==> config.mk <==
export PLATFORM = sky130hd
export DESIGN_NAME = ce_gen
export DESIGN_NICKNAME = d
export VERILOG_FILES = /design/src/logic/cart_pkg.sv /design/src/logic/ce_gen.sv
export SDC_FILE = /design/constraint.sdc
export NUM_CORES = 1
export LEC_CHECK = 0
export BUFFER_PORTS_ARGS = -buffer_cell sky130_fd_sc_hd__buf_2
export CAP_MARGIN = 20
export CORE_AREA = 5 5 42 44
export DETAILED_ROUTE_END_ITERATION = 10
export DIE_AREA = 0 0 47 49
export SLEW_MARGIN = 20
export SYNTH_ARGS = -nofsm -noshare
export SYNTH_HDL_FRONTEND = slang
export SYNTH_SLANG_ARGS = --single-unit
export TNS_END_PERCENT = 30
==> constraint.sdc <==
create_clock -name clk_sys -period 1.9 [get_ports clk_sys]
set_input_delay 0.095 -clock clk_sys [delete_from_list [all_inputs] [get_ports clk_sys]]
set_output_delay 0.095 -clock clk_sys [all_outputs]
set_load 0.02 [all_outputs]
==> src/logic/cart_pkg.sv <==
// Shared widths, download indices, ROM address and data types, cheat code record type
`default_nettype none

package cart_pkg;

	// ==================================================
	// Sizes
	// ==================================================
	localparam int ROM_ADDR_W   = 14;  // ROM store and console address
	localparam int HEADER_BYTES = 512; // Optional image header
	localparam int CE_PERIOD    = 30;  // Enable pattern length
	localparam int CODE_BYTES   = 16;  // Bytes per cheat record
	localparam int CODE_W       = 128;

	// Download indices
	localparam logic [7:0] CODE_INDEX = 8'hFF;
	localparam logic [4:0] GG_INDEX   = 5'd2; // Low five index bits

	typedef logic [ROM_ADDR_W-1:0] rom_addr_t;
	typedef logic [7:0]            rom_byte_t;

	// Field order from the top, as the cheat engine expects
	typedef struct packed {
		logic [CODE_W/4-1:0] flags;
		logic [CODE_W/4-1:0] address;
		logic [CODE_W/4-1:0] compare;
		logic [CODE_W/4-1:0] replace;
	} cheat_code_t;

endpackage

`default_nettype wire

==> src/logic/ce_gen.sv <==
// Clock enable generator for cpu, vdp, pixel and sound strobes
`default_nettype none
`timescale 1ns/1ps

module ce_gen (
	input  wire  clk_sys,
	input  wire  rst_n,
	output logic ce_cpu,
	output logic ce_vdp,
	output logic ce_pix,
	output logic ce_sp
);

	logic [$clog2(cart_pkg::CE_PERIOD)-1:0] cnt;

	always_ff @(posedge clk_sys) begin
		if (!rst_n) begin
			cnt    <= '0;
			ce_cpu <= 1'b0;
			ce_vdp <= 1'b0;
			ce_pix <= 1'b0;
			ce_sp  <= 1'b0;
		end else begin
			if (int'(cnt) == cart_pkg::CE_PERIOD - 1)
				cnt <= '0;
			else
				cnt <= cnt + 1'b1;

			ce_sp  <= cnt[0]; // Half rate
			ce_vdp <= 1'b0;
			ce_pix <= 1'b0;
			ce_cpu <= 1'b0;

			// Fixed phase plan, cpu offset from pixel at 24
			case (int'(cnt))
				4, 14: ce_vdp <= 1'b1;
				9: begin
					ce_vdp <= 1'b1;
					ce_pix <= 1'b1;
					ce_cpu <= 1'b1;
				end
				19, 29: begin
					ce_vdp <= 1'b1;
					ce_pix <= 1'b1;
				end
				24: begin
					ce_vdp <= 1'b1;
					ce_cpu <= 1'b1;
				end
				default: ;
			endcase
		end
	end

endmodule

`default_nettype wire

==> summary.txt <==
Setup path
  – CP cell instances: ha_1 > and4bb_1 > a31o_1 > o31a_1
  – Crit path kind: register to register
  – Critical Path Source: cnt[0]$_SDFF_PP0_
  – R2R Path Start: cnt[0]$_SDFF_PP0_
  – CP required: approximately 2100 ps
  – Slowest stage cell on the critical path: dfxtp_1
  – WP buf/inv: 0
  – Crit path capture type: register
  – Worst r2r path cells: 4
  – CP peak stage delay: 350 ps
  – CP top delay family: compound AO/OA/AOI/OAI gates
  – Worst Path Max Fanout: 6
  – R2r setup slk: 500 ps
  – Critical Path Start Type: register
  – Reg2reg end: ce_vdp$_SDFF_PN0_
  – Arr. time, crit path: between 1500 and 2000 ps

Routing
  – Post-Route WL: approximately 660 µm
  – Iter 0 DRT Violations: 4
  – Routed len/inst: 10.54 µm
  – Antenna-violating nets left: 0
  – Via Count: 286
  – DR pass1 iterations: 3
  – Vias per std cell: 4.540
  – DRC viols: 0

Synth
  – Synth Register Bits: 9
  – Syn_nets: 47
  – Post-synth top area cell: dfxtp_1
  – Predominant post-synthesis flop cell: dfxtp_1
  – Mapped cell area: 427.9 µm²
  – Synth Area in Compound Gates: between 4 and 5%
  – Largest family of logic cells by synthesized area: simple AND/OR/NAND/NOR gates
  – Synth Area in Adders: 11.70%
  – Synth Area in XOR/XNOR: 8.187%
  – Number of synthesized flops with an enable pin: 0
  – Ys async rst share: 0%
  – Post-Synthesis Cells: between 40 and 50
  – Yosys cell types: 21
  – Mux contribution to synthesized area: roughly 4.7%
  – Yosys warns: 0
  – Share of the synthesized area in the top cell type: 42.11%
  – Post-Synth Simple-Gate Area: 21.93%
  – Syn avg cell area: 10.44 µm²
  – Sequential share of the synthesized area: 42.11%
  – Top area cells in the synthesized netlist: dfxtp_1, ha_1, mux2i_1, xnor2_1, xor2_1

Floorplanning
  – Initial Utilization: a little under a third
  – Die Footprint: 2303 µm²
  – Cell row count: 14
  – Std-Cell Core Area: 1401 µm²
  – I/O pin count: 6
  – Chip width: 47 µm
  – Die height: 49 µm

Place
  – PortBufs: 5
  – Detailed Place HPWL: 493.8 µm
  – Place WS: 503.8 ps
  – Dpl cells: 59
  – GP Congestion: ~0.7

Finish
  – Fill cell count: 152
  – Most frequent cells in the layout: dfxtp_1, buf_2, nor2_1, ha_1, clkbuf_4
  – Non-Filler Instances: 63
  – Layout cells sized above 1: between 10% and 20%
  – Synth-to-layout area growth: 11.11%
  – Diode count: 0
  – Commonest non-fill, non-tap cell in the layout: dfxtp_1
  – Final nets: 54
  – Final Util: 33.93%

Clocking
  – CTS HTree Levels: 1
  – Clock buffer depth: 2
  – Clk_lat worst skew: 260 ps
  – Root Driver: clkbuf_4
  – Worst-path clk slew: 60 ps
  – Post-cts sizing count: 0
  – Num CTS Buffers: 3
  – Num Clock Sinks: 9
  – Hold_buf cts: 0
  – CTS tree: yes
  – Post-CTS setup repair buffer count: 0

STA
  – Min Tclk post-route: 1398 ps
  – Worst slew margin: approximately four fifths
  – RSZ-0062 raised after global routing: no
  – Fin. Hold Viols: 0
  – Fmax: 715.3 MHz
  – Final slew viol count: 0
  – Clk_skew: 2.846 ps
  – Fin Hold WS: between 100 and 150 ps
  – Post-route setup TNS: 0 ps
  – # setup viols final: 0
  – Slew at the pin closest to its max-slew limit: 326.1 ps
  – Period Utilization, post-route: 73.58%
  – PnR worst setup slack: 502.0 ps

Global route
  – Vias in the first global route: 250
  – All-layer global routing usage: 7.502%
  – Pin count of the biggest net entering global routing: 10
  – Overflow after GRT: 0
  – First-pass GRT wire length: 1179 µm
  – Initial antenna violation count: 0

Power
  – PwrDens: 809.1 nW/µm²
  – Pleak: ~0.00021 µW
  – Max VDD drop: 0.0004219 V

Hold path
  – Hold depth: 2
  – Hold Crit Class: input pin to register
  – Hold path startpoint: rst_n
  – Hold endpoint: ce_vdp$_SDFF_PN0_

Flow run
  – Total of max-cap violations: 0

Run status
  – Status: finished, final reports clean
-- report_power, final --
part	total (µW)	internal (µW)	switching, µW	leakage (µW)
Sequential	204	196	8.61	0.0000734
Clock	148	81.0	67.5	0.0000150
Combinational	31.8	15.1	16.7	0.000119
-- worst reg2reg max path: cells and delay by family, from the launching register on --
kind / cells / cell delay (ps)
AO/OA/AOI/OAI: 2 / 470
AND/OR/NAND/NOR: 1 / 210
adder cells (fa/ha/maj): 1 / 250
flip-flops: 1 / 350
-- through the flow --
| stage | total power [µW] | instance area [µm²] |
|---|---|---|
| after detailed placement | 240.6 | 449.2 |
| after CTS | 392.3 | 475.5 |
| final | 384.7 | 475.5 |
| after global placement | 240.5 | 449.2 |
| after floorplan | 232.9 | 427.9 |
| after global routing | 411.5 | 475.5 |
-- area by class of cell --
class / count / area (µm²) / share of cell area [%]
timing repair buffer: 5 / 25.02 / 5.263
multi-input combinational: 27 / 216.5 / 45.53
inverter: 2 / 7.507 / 1.579
sequential: 9 / 180.2 / 37.89
clock buffer: 4 / 26.28 / 5.526
tap: 16 / 20.02 / 4.211
-- sequential cells by signal, indices dropped and copies added (netlist names) --
| signal | cells |
|---|---|
| cnt | 5 |
| ce_vdp | 1 |
| ce_pix | 1 |
| ce_sp | 1 |
| ce_cpu | 1 |
-- worst max-delay path by stage --
| stage | end | slack (ps) | cells after the start |
|---|---|---|---|
| floorplan | ce_vdp$_SDFF_PN0_ | 570 | 4 |
| global placement | ce_vdp$_SDFF_PN0_ | 510 | 4 |
| detailed placement | ce_vdp$_SDFF_PN0_ | 500 | 4 |
| CTS | ce_vdp$_SDFF_PN0_ | 490 | 4 |
| global route | ce_vdp$_SDFF_PN0_ | 440 | 4 |
| finish | ce_vdp$_SDFF_PN0_ | 500 | 4 |
-- logic make-up after synthesis --
logic type,after synthesis
AOI/OAI and AO/OA,2
adders and majority gates,4
and+or+nand+nor,15
DFF,9
xor gates and xnor gates,4
muxes,2
buffers and inverters,5
-- cells in the mapped netlist (2+ instances only) --
library cell / count
dfxtp_1: 9
nand3_1: 2
ha_1: 4
mux2i_1: 2
xor2_1: 2
and2_1: 2
inv_1: 2
xnor2_1: 2
nor2_1: 4
-- layer usage --
| layer | track usage (%) | vias to the layer above | part of all wire, % |
|---|---|---|---|
| li1 | - | 149 | - |
| met1 | 10.27 | 128 | 53 |
| met2 | 8.145 | 7 | 37 |
| met3 | 3.321 | 2 | 5.6 |
| met4 | 6.912 | 0 | 4.8 |
| met5 | 0 | - | 0 |
Power figures use the tool's default switching activity.
