===== src/logic/cart_pkg.sv =====
// Shared widths, download indices, ROM address and data types, cheat code record type
`default_nettype none

package cart_pkg;

	// ==================================================
	// Sizes
	// ==================================================
	localparam int ROM_ADDR_W   = 14;  // ROM store and console address
	localparam int HEADER_BYTES = 512; // Optional image header
	localparam int CE_PERIOD    = 30;  // Enable pattern length
	localparam int CODE_BYTES   = 16;  // Bytes per cheat record
	localparam int CODE_W       = 128;

	// Download indices
	localparam logic [7:0] CODE_INDEX = 8'hFF;
	localparam logic [4:0] GG_INDEX   = 5'd2; // Low five index bits

	typedef logic [ROM_ADDR_W-1:0] rom_addr_t;
	typedef logic [7:0]            rom_byte_t;

	// Field order from the top, as the cheat engine expects
	typedef struct packed {
		logic [CODE_W/4-1:0] flags;
		logic [CODE_W/4-1:0] address;
		logic [CODE_W/4-1:0] compare;
		logic [CODE_W/4-1:0] replace;
	} cheat_code_t;

endpackage

`default_nettype wire


===== src/logic/cheat_code_latch.sv =====
// Cheat record assembly from the download stream into one code word
`default_nettype none
`timescale 1ns/1ps

module cheat_code_latch (
	input  wire                   clk_sys,
	input  wire                   rst_n,
	input  wire                   ioctl_download,
	input  wire  [7:0]            ioctl_index,
	input  wire                   ioctl_wr,
	input  cart_pkg::rom_addr_t   ioctl_addr,
	input  cart_pkg::rom_byte_t   ioctl_dout,
	output cart_pkg::cheat_code_t code,
	output logic                  code_valid
);

	logic       code_wr;
	logic [3:0] rec_off; // Byte within the record

	assign code_wr = ioctl_download && (ioctl_index == cart_pkg::CODE_INDEX) && ioctl_wr;
	assign rec_off = ioctl_addr[3:0];

	// Four bytes per field, low byte first
	always_ff @(posedge clk_sys) begin
		if (code_wr) begin
			case (rec_off[3:2])
				2'd0: code.flags[{rec_off[1:0], 3'b000} +: 8]   <= ioctl_dout;
				2'd1: code.address[{rec_off[1:0], 3'b000} +: 8] <= ioctl_dout;
				2'd2: code.compare[{rec_off[1:0], 3'b000} +: 8] <= ioctl_dout;
				default: code.replace[{rec_off[1:0], 3'b000} +: 8] <= ioctl_dout;
			endcase
		end
	end

	always_ff @(posedge clk_sys) begin
		if (!rst_n)
			code_valid <= 1'b0;
		else
			code_valid <= code_wr && (int'(rec_off) == cart_pkg::CODE_BYTES - 1);
	end

endmodule

`default_nettype wire


===== config.mk =====
export PLATFORM = sky130hd
export DESIGN_NAME = cheat_code_latch
export DESIGN_NICKNAME = d
export VERILOG_FILES = /design/src/logic/cart_pkg.sv /design/src/logic/cheat_code_latch.sv
export SDC_FILE = /design/constraint.sdc
export NUM_CORES = 1
export LEC_CHECK = 0
export BUFFER_PORTS_ARGS = -buffer_cell sky130_fd_sc_hd__buf_2
export CAP_MARGIN = 20
export CELL_PAD_IN_SITES_DETAIL_PLACEMENT = 0
export CELL_PAD_IN_SITES_GLOBAL_PLACEMENT = 1
export CORE_MARGIN = 3
export CORE_UTILIZATION = 36
export CTS_CLUSTER_DIAMETER = 40
export DETAILED_ROUTE_END_ITERATION = 7
export GPL_TIMING_DRIVEN = 0
export HOLD_SLACK_MARGIN = 0.1
export PLACE_DENSITY = 0.77
export SYNTH_ARGS = -nofsm -noshare
export SYNTH_HDL_FRONTEND = slang
export SYNTH_SLANG_ARGS = --single-unit

===== constraint.sdc =====
create_clock -name clk_sys -period 2.2 [get_ports clk_sys]
set_clock_uncertainty 0.1 [all_clocks]
set_input_delay 0.11 -clock clk_sys [delete_from_list [all_inputs] [get_ports clk_sys]]
set_output_delay 0.11 -clock clk_sys [all_outputs]
set_load 0.005 [all_outputs]

==> results.md, run 1 <==
- Run status: complete, no violations
- Crit-path most repeated cell: dlygate4sd3_1
- Post-route ant nets: 0
- Top-count cell post-synth: edfxtp_1
- Worst EP arrival: roughly 2.3 ns
- Mapped Area: 4460 sq um
- Residual DRC count: 0
- Min Tclk post-route: 2.08 ns
- Final setup viols: 0
- Avg Cell Area, Syn: 20.8 sq um
- Core Rows: 40
- P_int: about 4500 uW
- Fin. max-slew vios: 0
- Slowest-stage cell, CP: dlygate4sd3_1
- Switching Share: 19.2%
- Post-synth EDFFs: 128
- Synth Net Count: approximately 250
- Sequential share of power: 48.2%
- Share of the synthesized area in the top cell type: between 80% and 90%
- CTS root buf: clkbuf_16
- Largest net degree at the start of global routing: 17
- Vias in the first global route: 2772
- Clk buf depth: 2
- Most frequent cells after synthesis: edfxtp_1, and2_1, nor4_1
- Reg clk slew, reported paths: 0.06 ns
- First-pass GRT wire length: 16.1 mm
- WL/cell: around 19 microns
- CTS Buf Count: 17
- Critical Path End Type: flip-flop
- CP Launch Type: input pin
- Die X: approximately 120 microns
- Fraction of registers with async set/reset: 0%
- # diodes: 0
- Worst slew margin: 33.7%
- Final core occ: a little over half
- Hold Vio Cnt, Final: 0
- # Post-CTS Setup Buffers: 0
- IO buf count: about 150
- Seq cells post-synth: ~130
- Worst Tran Pin Value: around 0.99 ns
- DRT Wirelength: 11.4 mm
- WP data required: about 2.4 ns
- Vias/cell: ~4.5
- Critical Path, Cell by Cell: dlygate4sd3_1 > buf_6 > buf_6 > nand4_1 > dlygate4sd3_1 > nor4_2 > dlygate4sd3_1
- Fin cells: 592
- Fin crit share: 94.6%
- Power per standard cell area: between 800 and 900 nW/um^2
- Initial DRC count: about 220
- RePlAce Congestion: 0.754
- Combinational cell fraction of total power: around 2.7%
- All-Layer GR Usage: between 10% and 20%
- Yosys warns: 0
- Num ports: around 160
- Hold/Removal Path Class: input pin to flip-flop
- Switch Pwr: 1070 uW
- Clock sinks: roughly 130
- Unique masters post-synth: 18
- Max Fclk: about 480 MHz
- Register area share after synthesis: approximately 87%
- Initial Util: 36.9%
- Final nets: around 450
- Cells after synthesis: around 210
- Vias: 2686
- Total power: around 5600 uW
- First-pass DRT Iterations: 4
- Top post-synthesis cells by area: edfxtp_1, and2_1, nor4_1
- P&R area growth vs syn: 42.5%
- Lkg Pwr: roughly 0.0020 uW
- Core area: around 12000 sq um
- Die Height: approximately 120 microns
- Main flop type after synthesis: edfxtp_1
- Depth of the CTS H-tree: 4
- Clk pwr share: 49.1%
- Die Footprint: approximately 14000 sq um
- CP Max Fanout: 10
- Post-DP HPWL: just over 8 mm
- Placed Cells: 550
- Layout cell share with drive strength beyond 1: a little over half
- Initial antenna violation count: 0
- Max cap viols: 0
- Area leader, netlist: edfxtp_1
- TritonCTS clock tree: built
- RSZ-0062 raised after global routing: no
- Worst VDD drop: 486 uV
- Max incr delay on CP: around 0.6 ns
- Total grt overflow: 0
- Worst setup path class: input pin to flip-flop
stage by stage:
step | worst slack, ns | hold slack (ns) | area, sq um | setup TNS [ns]
6_report | 0.120 | 0.105 | 6350 | 0
5_1_grt | 0.0231 | 0.105 | 6350 | 0
4_1_cts | 0.0163 | 0.102 | 6320 | 0
3_5_place_dp | -0.0619 | 0.293 | 5650 | -0.425
3_3_place_gp | -0.832 | 0.298 | 5430 | -78.55
2_1_floorplan | 0.0787 | 0.162 | 4460 | 0
placed cells by master (no fill, tap or decap):
cell type,instances
buf_4,16
and3b_2,1
nor3b_1,3
inv_1,2
nand3_1,4
clkinv_2,3
nand4_2,2
bufinv_16,3
clkinv_4,1
buf_6,2
edfxtp_1,128
or3b_2,3
clkbuf_16,17
nand2_1,1
nand3b_1,8
nand4_1,1
and2_2,8
ha_1,5
nor4_2,17
dfxtp_1,1
and2_1,24
buf_2,154
or3b_1,1
clkbuf_1,5
clkinv_1,1
dlygate4sd3_1,10
clkinvlp_4,3
final cells by class:
cell class,instances,area [sq um]
Fill cell,1005,5710
Sequential cell,129,3860
Timing Repair Buffer,179,992
Multi-Input combinational cell,78,668
Clock buffer,20,437
Tap cell,168,210
Clock inverter,11,140
Buffer,5,28.8
Inverter,2,7.51
power by group through the flow:
stage                     combinational (uW)  sequential [uW]  clock [uW]
final                                    154             2690        2740
after global routing                     170             2690        2920
after CTS                                153             2690        2800
after detailed placement                 140             2740           0
after global placement                   126             2740           0
after floorplan                         63.2             2740           0
flip-flops by register name, indices dropped and copies added, names as in the netlist:
name / flops
code_valid: 1
code: 128
logic make-up after synthesis:
kind of cell	after synthesis	share of synthesized area, %
buffers and inverters	7	0.674
flip-flops	129	86.7
AND/OR/NAND/NOR	73	11.2
adder cells (fa/ha/maj)	5	1.40
what timing repair did:
action	in CTS	in global routing
resized for setup	0	6
hold buffers	10	0
endpoints found under the setup margin	0	1
hold endpoints to repair	43	0
critical path, delay by kind of cell:
family	cells	cell delay, ns
buffers and inverters	5	1.99
and+or+nand+nor	2	0.22
final timing paths:
| kind | from | end | depth (start not counted) |
|---|---|---|---|
| setup / recovery | ioctl_addr[2] | code_valid | 7 |
| hold / removal | ioctl_dout[3] | code[67] | 2 |
layer usage:
layer	track usage (%)	routed length, microns	up-vias
met5	0	0	-
met2	27.9	5850	100
met4	5.12	95	0
met3	5.66	700	7
met1	21.0	4720	1337
li1	-	-	1242
Power figures use the tool's default switching activity.
==> inputs of run 2 (changes only) <==
PLACE_DENSITY = 0.85   (was 0.77)
RECOVER_POWER = 100   (was not set)
clock period = 1.81 ns   (was 2.2 ns; I/O delays follow)
==> results.md, run 2 (synthesis results as in run 1) <==
- Run status: finished, violations left
- Failing checks: setup timing
- Vias: between 2000 and 3000
- Initial antenna violation count: 0
- All-Layer GR Usage: approximately 17%
- Worst VDD drop: 594 uV
- Slowest-stage cell, CP: nor4_2
- CTS Buf Count: 17
- WP data required: 1.82 ns
- Total grt overflow: 0
- Hold/Removal Path Class: input pin to flip-flop
- Initial Util: approximately 37%
- Final Cell Area: roughly 6200 sq um
- Reg clk slew, reported paths: roughly 0.05 ns
- Area post-placement: roughly 5600 sq um
- Clock sinks: 129
- Largest net degree at the start of global routing: 17
- Fin cells: just under 600
- RSZ-0062 raised after global routing: yes
- Initial DRC count: between 150 and 200
- Die X: 117 microns
- Max incr delay on CP: approximately 0.70 ns
- # diodes: 0
- Max Fclk: between 500 and 600 MHz
- CP Max Fanout: 10
- Power per standard cell area: 1020 nW/um^2
- Worst Tran Pin Value: between 0.8 and 0.9 ns
- Min Tclk post-route: around 1.9 ns
- Reg area: 3860 sq um
- Core area: approximately 12000 sq um
- Vias/cell: 4.56
- Depth of the CTS H-tree: 4
- RePlAce Congestion: between 0.7 and 0.8
- Final setup viols: 14
- Vias in the first global route: ~2700
- Area of the multi-input gates: between 600 and 700 sq um
- Die Height: around 120 microns
- CTS root buf: clkbuf_16
- WL/cell: roughly 19 microns
- TritonCTS clock tree: built
- Hold Vio Cnt, Final: 0
- DRT Wirelength: about 11 mm
- Clk buf depth: 2
- Max reg flops: about 130
- Fin. max-slew vios: 0
- Post-DP HPWL: between 8 and 9 mm
- Die Footprint: 13700 sq um
- Most frequent cells in the layout: edfxtp_1, clkbuf_1, buf_2
- Num ports: 163
- Critical Path End Type: flip-flop
- Worst slew margin: 40.1%
- Lkg Pwr: 0.00179 uW
- Worst EP arrival: 1.87 ns
- Post-route ant nets: 0
- Residual DRC count: 0
- Placed Cells: 548
- Critical Path, Cell by Cell: buf_2 > nand2_1 > clkbuf_1 > nor4_2 > buf_4
- IO buf count: 152
- Layout cell share with drive strength beyond 1: between 20% and 30%
- P&R area growth vs syn: 38.2%
- Fill cell count: about 1100
- Max cap viols: 0
- CP Launch Type: input pin
- Most common cell after layout, fill and taps aside: edfxtp_1
- Core Rows: 40
- Worst hold slack: approximately 0.11 ns
- Final nets: ~450
- Final setup margin: -0.0498 ns
- Fin crit share: 103%
- First-pass GRT wire length: between 15 and 20 mm
- First-pass DRT Iterations: 4
- Worst setup path class: input pin to flip-flop
## run 2: cell types whose count changed in the layout (fill, tap and decap cells not counted), sizes merged
cell / previous run / this run
dlygate4sd3: 10 / 13
clkinvlp: 3 / 1
clkinv: 5 / 9
clkbuf: 22 / 120
buf: 172 / 73
bufinv: 3 / 0
## run 2: critical path, delay by kind of cell
| kind | cells | cell delay (ns) |
|---|---|---|
| simple gates | 2 | 0.98 |
| buf+inv | 3 | 0.79 |
## run 2: power breakdown
| group | leakage, uW | internal [uW] | switching, uW | total (uW) |
|---|---|---|---|---|
| clock | 0.000238 | 1700 | 1100 | 2800 |
| combinational | 0.000630 | 70.1 | 122 | 192 |
| sequential | 0.000925 | 3270 | 0.0725 | 3270 |
## run 2: path summary, 6_finish.rpt
path	slack [ns]	from	endpoint	cells past startpoint
worst max-delay path	-0.05	ioctl_index[6]	code[64]	5
worst min-delay path	0.11	ioctl_addr[2]	code[123]	3
## run 2: through the flow
step	setup TNS, ns	setup slack [ns]	util (%)	power (uW)
finish	-0.461	-0.0498	51.0	6260
global route	-3.73	-0.153	51.0	6470
CTS	-0.407	-0.0478	52.0	6330
detailed placement	-56.81	-0.582	46.7	3500
global placement	-135.69	-1.17	45.2	3490
floorplan	-7.54	-0.118	-	3410
## run 2: timing repair
| action | in CTS | in global routing |
|---|---|---|
| gates cloned | 0 | 0 |
| resized for setup | 2 | 1 |
| endpoints found under the setup margin | 21 | 59 |
| setup buffers | 0 | 0 |
| hold buffers | 13 | 0 |
| endpoints found under the hold margin | 116 | 0 |
## run 2: cell type report
type | count | share of cell area, %
Sequential cell | 129 | 62.8
Timing Repair Buffer | 180 | 14.3
Multi-Input combinational cell | 78 | 11.1
Clock buffer | 21 | 7.15
Tap cell | 168 | 3.41
Clock inverter | 10 | 0.752
Buffer | 5 | 0.366
Inverter | 2 | 0.122
## run 2: per-layer routing
| layer | up-vias | global-route usage, % | wire length (microns) |
|---|---|---|---|
| met5 | - | 0 | 0 |
| met4 | 0 | 7.11 | 164 |
| met3 | 11 | 4.99 | 639 |
| met2 | 101 | 26.8 | 5640 |
| met1 | 1350 | 21.3 | 4830 |
| li1 | 1245 | - | - |
