$ cat src/logic/cart_pkg.sv
// Shared widths, download indices, ROM address and data types, cheat code record type
`default_nettype none

package cart_pkg;

	// ==================================================
	// Sizes
	// ==================================================
	localparam int ROM_ADDR_W   = 14;  // ROM store and console address
	localparam int HEADER_BYTES = 512; // Optional image header
	localparam int CE_PERIOD    = 30;  // Enable pattern length
	localparam int CODE_BYTES   = 16;  // Bytes per cheat record
	localparam int CODE_W       = 128;

	// Download indices
	localparam logic [7:0] CODE_INDEX = 8'hFF;
	localparam logic [4:0] GG_INDEX   = 5'd2; // Low five index bits

	typedef logic [ROM_ADDR_W-1:0] rom_addr_t;
	typedef logic [7:0]            rom_byte_t;

	// Field order from the top, as the cheat engine expects
	typedef struct packed {
		logic [CODE_W/4-1:0] flags;
		logic [CODE_W/4-1:0] address;
		logic [CODE_W/4-1:0] compare;
		logic [CODE_W/4-1:0] replace;
	} cheat_code_t;

endpackage

`default_nettype wire

$ cat src/logic/rom_write_if.sv
// Loader to arbiter write channel with toggle request and acknowledge
`default_nettype none
`timescale 1ns/1ps

interface rom_write_if;

	logic                wr_req;  // Toggles once per byte
	cart_pkg::rom_addr_t wr_addr;
	cart_pkg::rom_byte_t wr_data;
	logic                wr_ack;  // Follows wr_req when stored

	modport loader (
		output wr_req, wr_addr, wr_data,
		input  wr_ack
	);

	modport arbiter (
		input  wr_req, wr_addr, wr_data,
		output wr_ack
	);

endinterface

`default_nettype wire

$ cat src/logic/cart_loader.sv
// Cartridge download handling, write counter, mirror masks, header and Game Gear flags
`default_nettype none
`timescale 1ns/1ps

module cart_loader (
	input  wire                 clk_sys,
	input  wire                 rst_n,
	input  wire                 ioctl_download,
	input  wire  [7:0]          ioctl_index,
	input  wire                 ioctl_wr,
	input  cart_pkg::rom_addr_t ioctl_addr,
	input  cart_pkg::rom_byte_t ioctl_dout,
	output logic                ioctl_wait,
	output logic                gg,
	output cart_pkg::rom_addr_t mask,
	output cart_pkg::rom_addr_t mask_hdr,
	output logic                hdr_present,
	rom_write_if.loader         wr
);

	logic                cart_dl;
	logic                dl_q;   // Download level, one cycle late
	cart_pkg::rom_addr_t wr_cnt; // Bytes stored so far

	assign cart_dl    = ioctl_download && (ioctl_index != cart_pkg::CODE_INDEX);
	assign wr.wr_addr = wr_cnt;

	// ==================================================
	// Write handshake
	// ==================================================
	always_ff @(posedge clk_sys) begin
		if (!rst_n) begin
			dl_q        <= 1'b0;
			ioctl_wait  <= 1'b0;
			wr.wr_req   <= 1'b0;
			wr_cnt      <= '0;
			hdr_present <= 1'b0;
		end else begin
			dl_q <= cart_dl;
			if (cart_dl && !dl_q) begin
				wr_cnt <= '0;
			end else if (ioctl_wr && cart_dl) begin
				ioctl_wait <= 1'b1;
				wr.wr_req  <= ~wr.wr_req;
			end else if (ioctl_wait && (wr.wr_req == wr.wr_ack)) begin
				ioctl_wait <= 1'b0; // Byte is in the store
				wr_cnt     <= wr_cnt + 1'b1;
			end
			// Header present when the size is an odd multiple of 512
			if (dl_q && !cart_dl)
				hdr_present <= wr_cnt[$clog2(cart_pkg::HEADER_BYTES)];
		end
	end

	always_ff @(posedge clk_sys) begin
		if (ioctl_wr && cart_dl)
			wr.wr_data <= ioctl_dout;
	end

	// ==================================================
	// Mirror masks and console type
	// ==================================================
	always_ff @(posedge clk_sys) begin
		if (!rst_n) begin
			mask     <= '0;
			mask_hdr <= '0;
			gg       <= 1'b0;
		end else if (ioctl_wr && cart_dl) begin
			mask <= (ioctl_addr == '0) ? '0 : (mask | ioctl_addr);
			if (ioctl_addr == cart_pkg::rom_addr_t'(cart_pkg::HEADER_BYTES))
				mask_hdr <= '0; // First byte past the header
			else
				mask_hdr <= mask_hdr |
					(ioctl_addr - cart_pkg::rom_addr_t'(cart_pkg::HEADER_BYTES));
			gg <= (ioctl_index[4:0] == cart_pkg::GG_INDEX);
		end
	end

endmodule

`default_nettype wire

$ cat src/flat_wrapper.sv
// flat-port wrapper written by rule: the top's interface ports become plain ports
module cart_loader_flat 
  (clk_sys, rst_n, ioctl_download, ioctl_index, ioctl_wr, ioctl_addr, ioctl_dout, ioctl_wait, gg, mask, mask_hdr, hdr_present, wr_wr_req, wr_wr_addr, wr_wr_data, wr_wr_ack);
  rom_write_if wr_i ();
  input  wire clk_sys;
  input  wire rst_n;
  input  wire ioctl_download;
  input  wire  [7:0] ioctl_index;
  input  wire ioctl_wr;
  input  cart_pkg::rom_addr_t ioctl_addr;
  input  cart_pkg::rom_byte_t ioctl_dout;
  output logic ioctl_wait;
  output logic gg;
  output cart_pkg::rom_addr_t mask;
  output cart_pkg::rom_addr_t mask_hdr;
  output logic hdr_present;
  output wire logic [$bits(wr_i.wr_req)-1:0] wr_wr_req;
  output wire logic [$bits(wr_i.wr_addr)-1:0] wr_wr_addr;
  output wire logic [$bits(wr_i.wr_data)-1:0] wr_wr_data;
  input wire logic [$bits(wr_i.wr_ack)-1:0] wr_wr_ack;
  assign wr_wr_req = wr_i.wr_req;
  assign wr_wr_addr = wr_i.wr_addr;
  assign wr_wr_data = wr_i.wr_data;
  assign wr_i.wr_ack = wr_wr_ack;
  cart_loader u_core (.clk_sys(clk_sys), .rst_n(rst_n), .ioctl_download(ioctl_download), .ioctl_index(ioctl_index), .ioctl_wr(ioctl_wr), .ioctl_addr(ioctl_addr), .ioctl_dout(ioctl_dout), .ioctl_wait(ioctl_wait), .gg(gg), .mask(mask), .mask_hdr(mask_hdr), .hdr_present(hdr_present), .wr(wr_i));
endmodule
$ cat config.mk
export PLATFORM = sky130hd
export DESIGN_NAME = cart_loader_flat
export DESIGN_NICKNAME = d
export VERILOG_FILES = /design/src/logic/cart_pkg.sv /design/src/logic/rom_write_if.sv /design/src/logic/cart_loader.sv /design/src/flat_wrapper.sv
export SDC_FILE = /design/constraint.sdc
export NUM_CORES = 1
export LEC_CHECK = 0
export BUFFER_PORTS_ARGS = -buffer_cell sky130_fd_sc_hd__buf_2
export CAP_MARGIN = 10
export CORE_ASPECT_RATIO = 1.2
export CORE_MARGIN = 2
export CORE_UTILIZATION = 51
export CTS_CLUSTER_SIZE = 14
export DETAILED_ROUTE_END_ITERATION = 10
export PLACE_DENSITY = 0.84
export SYNTH_ARGS = -nofsm -noshare
export SYNTH_HDL_FRONTEND = slang
export SYNTH_SLANG_ARGS = --single-unit
$ cat constraint.sdc
create_clock -name clk_sys -period 3.5 [get_ports clk_sys]
set_clock_uncertainty 0.1 [all_clocks]
set_input_delay 0.875 -clock clk_sys [delete_from_list [all_inputs] [get_ports clk_sys]]
set_output_delay 0.875 -clock clk_sys [all_outputs]
set_load 0.05 [all_outputs]
==> results of run 1 <==
-- worst paths after layout --
kind / startpoint / to / slack [ns] / cells past startpoint
worst min-delay path: u_core.mask[7] / u_core.mask[7] / 0.37 / 2
worst max-delay path: ioctl_index[6] / u_core.wr.wr_addr[6] / 1.21 / 6
worst min register to register: u_core.mask[7] / u_core.mask[7] / 0.37 / 2
worst max register to register: u_core.wr.wr_req / u_core.wr.wr_addr[6] / 1.49 / 4
-- metal layers --
metal / vias up / GRT usage / wire length, µm
met5: - / 0 / 0
met4: 0 / 0.0773 / 83
met3: 7 / 0.0568 / 290
met2: 63 / 0.412 / 2780
met1: 944 / 0.268 / 2200
li1: 1007 / - / -
-- through the flow --
stage,cells,power (mW)
floorplan,228,0.828
global placement,363,0.888
detailed placement,363,0.893
CTS,371,1.25
global route,371,1.29
finish,371,1.24
-- state kept, by name, summed over array words and instances (netlist names) --
register and cells:
u_core.dl_q 1, u_core.gg 1, u_core.hdr_present 1, u_core.ioctl_wait 1, u_core.mask 14, u_core.mask_hdr 14
u_core.wr.wr_addr 14, u_core.wr.wr_data 8, u_core.wr.wr_req 1
-- Yosys cell counts --
master and instances:
xnor2_1 1, a21oi_1 44, nand4_2 2, inv_2 1
a21boi_0 1, buf_2 2, and3_1 2, o31ai_1 14
nor2b_1 1, o211ai_4 1, ha_1 2, edfxtp_1 8
o21ai_0 6, nor3b_1 2, buf_6 1, nand3_1 6
xor2_1 4, or4_1 12, or3_1 1, clkbuf_1 7
and4_1 1, nor3_1 2, a21bo_2 1, dfxtp_1 47
inv_1 6, o2111ai_1 1, nor4_1 2, and2_1 5
nor2_1 30, nand2_1 9, o21a_1 1, nand4_1 5
-- report_power, final --
part | internal (mW) | switching, mW | total, mW
registers | 0.666 | 0.0126 | 0.679
logic | 0.0506 | 0.150 | 0.201
clock network | 0.147 | 0.216 | 0.363
-- worst max-delay path, cell delays in order --
cell and delay [ns]:
buf_2 0.08, nand4_2 0.18, o211ai_4 0.32, inv_2 0.25, or4_1 0.55, a21oi_1 0.16
-- area by class of cell --
class                   instances  area [µm²]  area share
flip-flops and latches         55        1180       0.432
clock inverters                 3        23.8     0.00869
clock buffers                   5        68.8      0.0252
well taps                      54        67.6      0.0247
inverters                       7        26.3     0.00961
multi-input cells             156         905       0.331
repair buffers                 91         463       0.169
-- cell families after synthesis --
| kind of cell | count (synthesis) |
|---|---|
| AO/OA/AOI/OAI | 69 |
| flip-flops | 55 |
| adder cells (fa/ha/maj) | 2 |
| AND/OR/NAND/NOR | 80 |
| XOR/XNOR | 5 |
| buffers and inverters | 17 |
-- placed cells by master, fill, tap and decap left out, types with 3 or more instances in the layout --
| cell type | count |
|---|---|
| a21oi_1 | 44 |
| and2_1 | 5 |
| xor2_1 | 4 |
| nor2_1 | 30 |
| o21ai_0 | 6 |
| buf_2 | 88 |
| or4_1 | 12 |
| nand4_1 | 5 |
| dfxtp_1 | 47 |
| clkbuf_8 | 5 |
| inv_1 | 6 |
| o31ai_1 | 14 |
| edfxtp_1 | 8 |
| buf_4 | 3 |
| nand2_1 | 9 |
| nand3_1 | 6 |
==> impl_metrics.json, run 1 <==
{
  "cp.arrival_ns": 2.42,
  "synth_adder_area_share": 0.0116,
  "layout-drive-gt1-share": 0.328,
  "tns_ns": 0,
  "irDropWorstVdd_v": 0.000316,
  "wl_per_cell_um": 14.4,
  "area_growth_pct": 26.7,
  "drc_errors": 0,
  "synth.area.mux_share": 0,
  "synth_compound_area_frac": 0.190,
  "drtPass1Iterations": 4,
  "worstPathRequired_ns": 3.64,
  "core_um2": 4000,
  "syn-num-nets": 265,
  "fin_crit_ns": 2.29,
  "run_status": "completed",
  "grt_max_degree": 35,
  "ant_nets": 0,
  "htree_levels": 2,
  "hold_viol": 0,
  "worstSetupStartpointType": "input pin",
  "netlist_area_um2": 2160,
  "grt_pass1_wl_mm": 8.57,
  "drv_cap": 0,
  "post-route-period-util": 0.654,
  "cts-root-buf": "clkbuf_8",
  "leakage_nw": 1.20,
  "synthDistinctLibCells": 32,
  "holdBufCountCts": 0,
  "fin_util": 0.683,
  "synth-xor-area-share": 0.0203,
  "cts_tree": "done",
  "clkTransAtPathRegs_ns": 0.11,
  "nNetsFinal": 353,
  "synth_seq_cells": 55,
  "fmax_mhz": 437,
  "antenna_found_initial": 0,
  "yosys.area.top_type_share": 0.436,
  "ioPinCount": 89,
  "report.final.setup_viol": 0,
  "grt_pass1_vias": 1884,
  "die_area_um2": 4770,
  "overflow": 0,
  "yosysTopAreaCell": "dfxtp_1",
  "worstMarginPinSlew_ns": 0.512,
  "worstSetupPathType": "in -> reg",
  "slew_viol_final": 0,
  "worst_hold_slack_ns": 0.372,
  "cts_buffers": 5,
  "synth-simple-area-share": 0.197,
  "post-cts-setup-buffers": 0,
  "hpwlAfterDp_mm": 3.94,
  "grt_usage": 0.228,
  "critPathMaxFanout": 32,
  "drtIter0Drc": 124,
  "fin_ws_ns": 1.21,
  "die_x_um": 63.4,
  "antenna_cells": 0,
  "nFillCells": 365,
  "gp_congestion": 0.854,
  "power.density_nw_per_um2": 454,
  "cts_resized": 0,
  "cts.sinks": 55,
  "pre_cts_ws_ns": 0.895,
  "grt_setup_unrepaired": "no",
  "numPortBuffers": 88,
  "rows": 25,
  "initial_core_util": 0.539,
  "die_y_um": 75.3,
  "syn_inst": 228,
  "hold_class": "reg -> reg",
  "via_per_inst": 5.45,
  "synth_top_family_by_area": "simple AND/OR/NAND/NOR gates",
  "yosysWarnings": 0,
  "yosys-top-cells-area": "dfxtp_1 44%, edfxtp_1 11%, a21oi_1 10%, nor2_1 5.2%, o31ai_1 4.9%",
  "num_vias": 2021,
  "clockBufferDepth": 2,
  "setup.worst_path.end_class": "flip-flop",
  "insertion_delay_ns": 0.30,
  "postSynthAreaPerCell_um2": 9.47,
  "slew-limit-headroom": 0.658,
  "final_area_um2": 2740,
  "ys_seq_area_frac": 0.547,
  "drt_wl_total_mm": 5.36,
  "dpl_cell_area_um2": 2640
}
Note: power is estimated with default switching activity, not from simulation.
==> run 2, diff against run 1 <==
--- a/config.mk
+++ b/config.mk
@@ -5,14 +5,15 @@
 export SDC_FILE = /design/constraint.sdc
 export NUM_CORES = 1
 export LEC_CHECK = 0
+export ABC_AREA = 1
 export BUFFER_PORTS_ARGS = -buffer_cell sky130_fd_sc_hd__buf_2
 export CAP_MARGIN = 10
 export CORE_ASPECT_RATIO = 1.2
 export CORE_MARGIN = 2
-export CORE_UTILIZATION = 51
+export CORE_UTILIZATION = 45
 export CTS_CLUSTER_SIZE = 14
 export DETAILED_ROUTE_END_ITERATION = 10
-export PLACE_DENSITY = 0.84
+export PLACE_DENSITY = 0.76
 export SYNTH_ARGS = -nofsm -noshare
 export SYNTH_HDL_FRONTEND = slang
 export SYNTH_SLANG_ARGS = --single-unit
==> constraint.sdc (replaced) <==
create_clock -name clk_sys -period 1.9 [get_ports clk_sys]
set_clock_uncertainty 0.1 [all_clocks]
set_input_delay 0.475 -clock clk_sys [delete_from_list [all_inputs] [get_ports clk_sys]]
set_output_delay 0.475 -clock clk_sys [all_outputs]
set_load 0.05 [all_outputs]
==> impl_metrics.json, run 2 <==
{
  "die_x_um": 72.2,
  "synthDistinctLibCells": 26,
  "worst_path_dominant_cell_family": "flip-flops",
  "worstSetupStartpointType": "flip-flop",
  "synth_edf_count": 8,
  "yosys.area.top_type_share": 0.374,
  "cts_tree": "done",
  "area_growth_pct": 23.1,
  "worstMarginPinSlew_ns": 0.263,
  "leakage_nw": 1.47,
  "ioPinCount": 89,
  "yosys-top-cells-area": "dfxtp_1 37%, edfxtp_1 9.6%, nand2_1 8.8%, inv_1 8.5%, nor2_1 7.9%",
  "hold_class": "in -> reg",
  "initial_core_util": 0.471,
  "clkTransAtPathRegs_ns": 0.10,
  "grt_usage": 0.183,
  "drtIter0Drc": 116,
  "grt_pass1_wl_mm": 9.05,
  "hold_viol": 0,
  "hold_start": "ioctl_dout[3]",
  "insertion_delay_ns": 0.30,
  "async_reset_ff_frac": 0,
  "wl_per_cell_um": 11.3,
  "synthTopCellsByCount": "59 x nand2_1, 57 x inv_1, 53 x nor2_1",
  "ys_seq_area_frac": 0.470,
  "ant_nets": 0,
  "critPathMaxFanout": 8,
  "syn-num-nets": 364,
  "reg2reg_depth": 8,
  "drtPass1Iterations": 4,
  "hpwlAfterDp_mm": 4.15,
  "critPathBufInv": 1,
  "setup.worst_path.end_class": "output pin",
  "core_um2": 5330,
  "slew_viol_final": 0,
  "die_area_um2": 6210,
  "slowest_stage": "dfxtp_1",
  "grt_pass1_vias": 2182,
  "hold-path-endpoint": "u_core.wr.wr_data[3]",
  "nFillCells": 483,
  "htree_levels": 2,
  "worst_r2r_endpoint": "u_core.wr.wr_addr[12]",
  "report.final.setup_viol": 0,
  "nNetsFinal": 456,
  "hold_depth": 1,
  "drv_cap": 0,
  "post-route-period-util": 0.878,
  "grt_setup_unrepaired": "no",
  "cts_resized": 0,
  "via_per_inst": 4.74,
  "final_common_cell": "buf_2",
  "post-cts-setup-buffers": 0,
  "grt_max_degree": 27,
  "cp.arrival_ns": 1.09,
  "worstSetupPathType": "reg -> out",
  "r2r_slack_ns": 0.32,
  "clockBufferDepth": 2,
  "tns_ns": 0,
  "slowest_delay_ns": 0.47,
  "yosys_most_used_dff": "dfxtp_1",
  "path_cells": "buf_2",
  "numPortBuffers": 88,
  "layout_common_cells": "88 x buf_2, 59 x nand2_1, 57 x inv_1",
  "irDropWorstVdd_v": 0.000404,
  "overflow": 0,
  "num_vias": 2287,
  "power_mw": 2.29,
  "synth.most_common_cell": "nand2_1",
  "yosysTopAreaCell": "dfxtp_1",
  "cts-root-buf": "clkbuf_8",
  "slew-limit-headroom": 0.823,
  "worstPathRequired_ns": 1.32,
  "drt_wl_total_mm": 5.46,
  "rows": 29,
  "antenna_found_initial": 0,
  "cts_buffers": 5,
  "r2r_start": "u_core.wr.wr_addr[0]",
  "fin_crit_ns": 1.67,
  "gp_congestion": 0.903,
  "crit_cells": 1,
  "yosysWarnings": 0,
  "run_status": "completed",
  "cts.sinks": 55,
  "power.density_nw_per_um2": 738,
  "holdBufCountCts": 0,
  "layout-drive-gt1-share": 0.274,
  "synth_seq_cells": 55,
  "die_y_um": 85.9,
  "antenna_cells": 0,
  "drc_errors": 0,
  "fmax_mhz": 600,
  "syn_inst": 327,
  "netlist_area_um2": 2510,
  "postSynthAreaPerCell_um2": 7.69
}
==> run 2: how the worst max path moves through the flow <==
| stage | to | slack (ns) | from |
|---|---|---|---|
| 4_1_cts | wr_wr_addr[8] | 0.23 | u_core.wr.wr_addr[8] |
| 2_1_floorplan | u_core.wr.wr_addr[12] | 0.1 | u_core.wr.wr_addr[0] |
| 5_1_grt | wr_wr_addr[8] | 0.20 | u_core.wr.wr_addr[8] |
| 6_report | wr_wr_addr[8] | 0.23 | u_core.wr.wr_addr[8] |
| 3_5_place_dp | u_core.mask[12] | 0.21 | ioctl_index[1] |
| 3_3_place_gp | u_core.mask_hdr[6] | 0.25 | ioctl_index[1] |
==> run 2: power by group <==
group	switching, mW	total [mW]	internal (mW)
Clock	0.372	0.630	0.258
Combinational	0.292	0.408	0.116
Sequential	0.0196	1.25	1.23
Total	0.683	2.29	1.60
==> run 2: metrics by stage <==
step	cell area, µm²	hold slack, ns	cells	worst slack (ns)	util
2_1_floorplan	2510	0.382	327	0.0981	-
3_3_place_gp	3010	0.351	474	0.248	0.564
3_5_place_dp	3010	0.361	474	0.208	0.564
4_1_cts	3100	0.220	482	0.228	0.580
5_1_grt	3100	0.212	482	0.199	0.580
6_report	3100	0.243	482	0.233	0.580
==> run 2: kinds of logic after synthesis <==
kind of cell             after synthesis  share of synthesized area
AND/OR/NAND/NOR                      149                      0.259
buffers and inverters                 68                      0.115
flip-flops                            55                      0.470
AO/OA/AOI/OAI                         45                      0.118
XOR/XNOR                               8                     0.0279
adder cells (fa/ha/maj)                2                    0.00995
==> run 2: layer usage <==
layer  wire (µm)  part of all wire  vias up  track usage
met5           0                 0        -            0
met4          82             0.015        0       0.0943
met3         363             0.067        8       0.0529
met2        2660              0.49       71        0.313
met1        2350              0.43     1010        0.203
li1            -                 -     1198            -
==> run 2: worst reg2reg max path: stages, from the launching register on <==
cell and delay [ns]:
dfxtp_1 0.41, ha_1 0.22, nand2_1 0.10, nor2_2 0.15, nand2_1 0.10, nor2_1 0.16
nand4_1 0.12, nand2_1 0.08, nor2_1 0.04
==> run 2: final cells by class <==
cell class	count	area, µm²	share of cell area
multi-input cells	204	1040	0.337
inverters	60	228	0.0736
clock inverters	3	18.8	0.00606
clock buffers	5	68.8	0.0222
repair buffers	93	478	0.154
well taps	62	77.6	0.0251
flip-flops and latches	55	1180	0.382
==> run 3, diff against run 2 <==
--- a/config.mk
+++ b/config.mk
@@ -8,9 +8,9 @@
 export ABC_AREA = 1
 export BUFFER_PORTS_ARGS = -buffer_cell sky130_fd_sc_hd__buf_2
 export CAP_MARGIN = 10
-export CORE_ASPECT_RATIO = 1.2
 export CORE_MARGIN = 2
 export CORE_UTILIZATION = 45
+export CTS_BUF_LIST = sky130_fd_sc_hd__clkbuf_16
 export CTS_CLUSTER_SIZE = 14
 export DETAILED_ROUTE_END_ITERATION = 10
 export PLACE_DENSITY = 0.76
==> impl_metrics.json, run 3 (same netlist as run 2, synthesis figures left out) <==
{
  "drc_errors": 0,
  "report.final.setup_viol": 0,
  "multi_input_area_um2": 1040,
  "hpwlAfterDp_mm": 4.26,
  "die_area_um2": 6200,
  "grt_pass1_wl_mm": 9.43,
  "antenna_cells": 0,
  "final_common_cell": "buf_2",
  "core_um2": 5440,
  "path_cells": "buf_2",
  "rows": 27,
  "numPortBuffers": 88,
  "cts_tree": "done",
  "overflow": 0,
  "fmax_mhz": 605,
  "clkTransAtPathRegs_ns": 0.06,
  "area_growth_pct": 26.4,
  "antenna_found_initial": 0,
  "tns_ns": 0,
  "via_per_inst": 4.74,
  "grt_pass1_vias": 2191,
  "irDropWorstVdd_v": 0.000573,
  "cts-root-buf": "clkbuf_16",
  "slowest_delay_ns": 0.47,
  "drtIter0Drc": 201,
  "r2r_start": "u_core.wr.wr_addr[0]",
  "wl_per_cell_um": 11.3,
  "worstSetupStartpointType": "flip-flop",
  "nFillCells": 521,
  "worst_hold_slack_ns": 0.260,
  "slew_viol_final": 0,
  "cts.sinks": 55,
  "worst_path_dominant_cell_family": "flip-flops",
  "grt_usage": 0.191,
  "post-route-period-util": 0.869,
  "grt_setup_unrepaired": "no",
  "hold_start": "ioctl_dout[6]",
  "initial_core_util": 0.462,
  "cp.arrival_ns": 1.08,
  "slowest_stage": "dfxtp_1",
  "worstSetupPathType": "reg -> out",
  "num_vias": 2338,
  "worstMarginPinSlew_ns": 0.262,
  "place_inst": 485,
  "post-cts-setup-buffers": 0,
  "layout-drive-gt1-share": 0.271,
  "setup.worst_path.end_class": "output pin",
  "power_mw": 2.52,
  "fin_util": 0.584,
  "htree_levels": 2,
  "fin_crit_ns": 1.65,
  "holdBufCountCts": 0,
  "critPathMaxFanout": 8,
  "ant_nets": 0,
  "final-seq-area_um2": 1180,
  "critPathLaunch": "u_core.wr.wr_addr[8]",
  "die_y_um": 78.8,
  "slew-limit-headroom": 0.824,
  "drt_wl_total_mm": 5.58,
  "critPathBufInv": 1,
  "instances_no_fill": 493,
  "run_status": "completed",
  "hold_class": "in -> reg",
  "gp_congestion": 0.875,
  "clockBufferDepth": 2,
  "cts_buffers": 5,
  "grt_max_degree": 16,
  "worstPathRequired_ns": 1.32,
  "drv_cap": 0,
  "nNetsFinal": 457,
  "cts_resized": 0,
  "layout_common_cells": "88 x buf_2, 59 x nand2_1, 59 x inv_1",
  "drtPass1Iterations": 5,
  "die_x_um": 78.8,
  "ioPinCount": 89,
  "leakage_nw": 1.51,
  "insertion_delay_ns": 0.29,
  "hold_viol": 0,
  "power.density_nw_per_um2": 792
}
run 3: final cells by class:
| cell class | count | share of cell area |
|---|---|---|
| clock inverters | 3 | 0.00394 |
| clock buffers | 5 | 0.0394 |
| multi-input cells | 204 | 0.328 |
| flip-flops and latches | 55 | 0.372 |
| inverters | 60 | 0.0717 |
| repair buffers | 94 | 0.157 |
| well taps | 72 | 0.0283 |
run 3: path summary, 6_finish.rpt:
kind                            to  slack (ns)  cells after the start
min           u_core.wr.wr_data[6]        0.26                      1
max                  wr_wr_addr[8]        0.25                      1
max reg2reg  u_core.wr.wr_addr[12]        0.39                      9
min reg2reg              u_core.gg        0.36                      2
run 3: layer usage:
| metal | global-route usage | vias up | part of all wire |
|---|---|---|---|
| met4 | 0.0825 | 0 | 0.019 |
| met2 | 0.321 | 80 | 0.47 |
| met3 | 0.0466 | 9 | 0.072 |
| met1 | 0.233 | 1041 | 0.44 |
| li1 | - | 1208 | - |
| met5 | 0 | - | 0 |
run 3: per-stage QoR:
stage	setup WS, ns	instance area, µm²
after floorplan	0.0981	2510
after global placement	0.224	3040
after detailed placement	0.224	3040
after CTS	0.241	3180
after global routing	0.192	3180
final	0.248	3180
run 3: where the power goes:
group,internal [mW],switching [mW]
sequential,1.23,0.0209
combinational,0.120,0.293
clock,0.477,0.377
run 3: worst register-to-register path, stage by stage, from the launching register on:
cell	delay, ns
dfxtp_1	0.40
ha_1	0.21
nand2_1	0.09
nor2_2	0.15
nand2_1	0.11
nor2_1	0.13
nand3_1	0.09
nand2_1	0.06
nand2_1	0.04
nor2_1	0.07
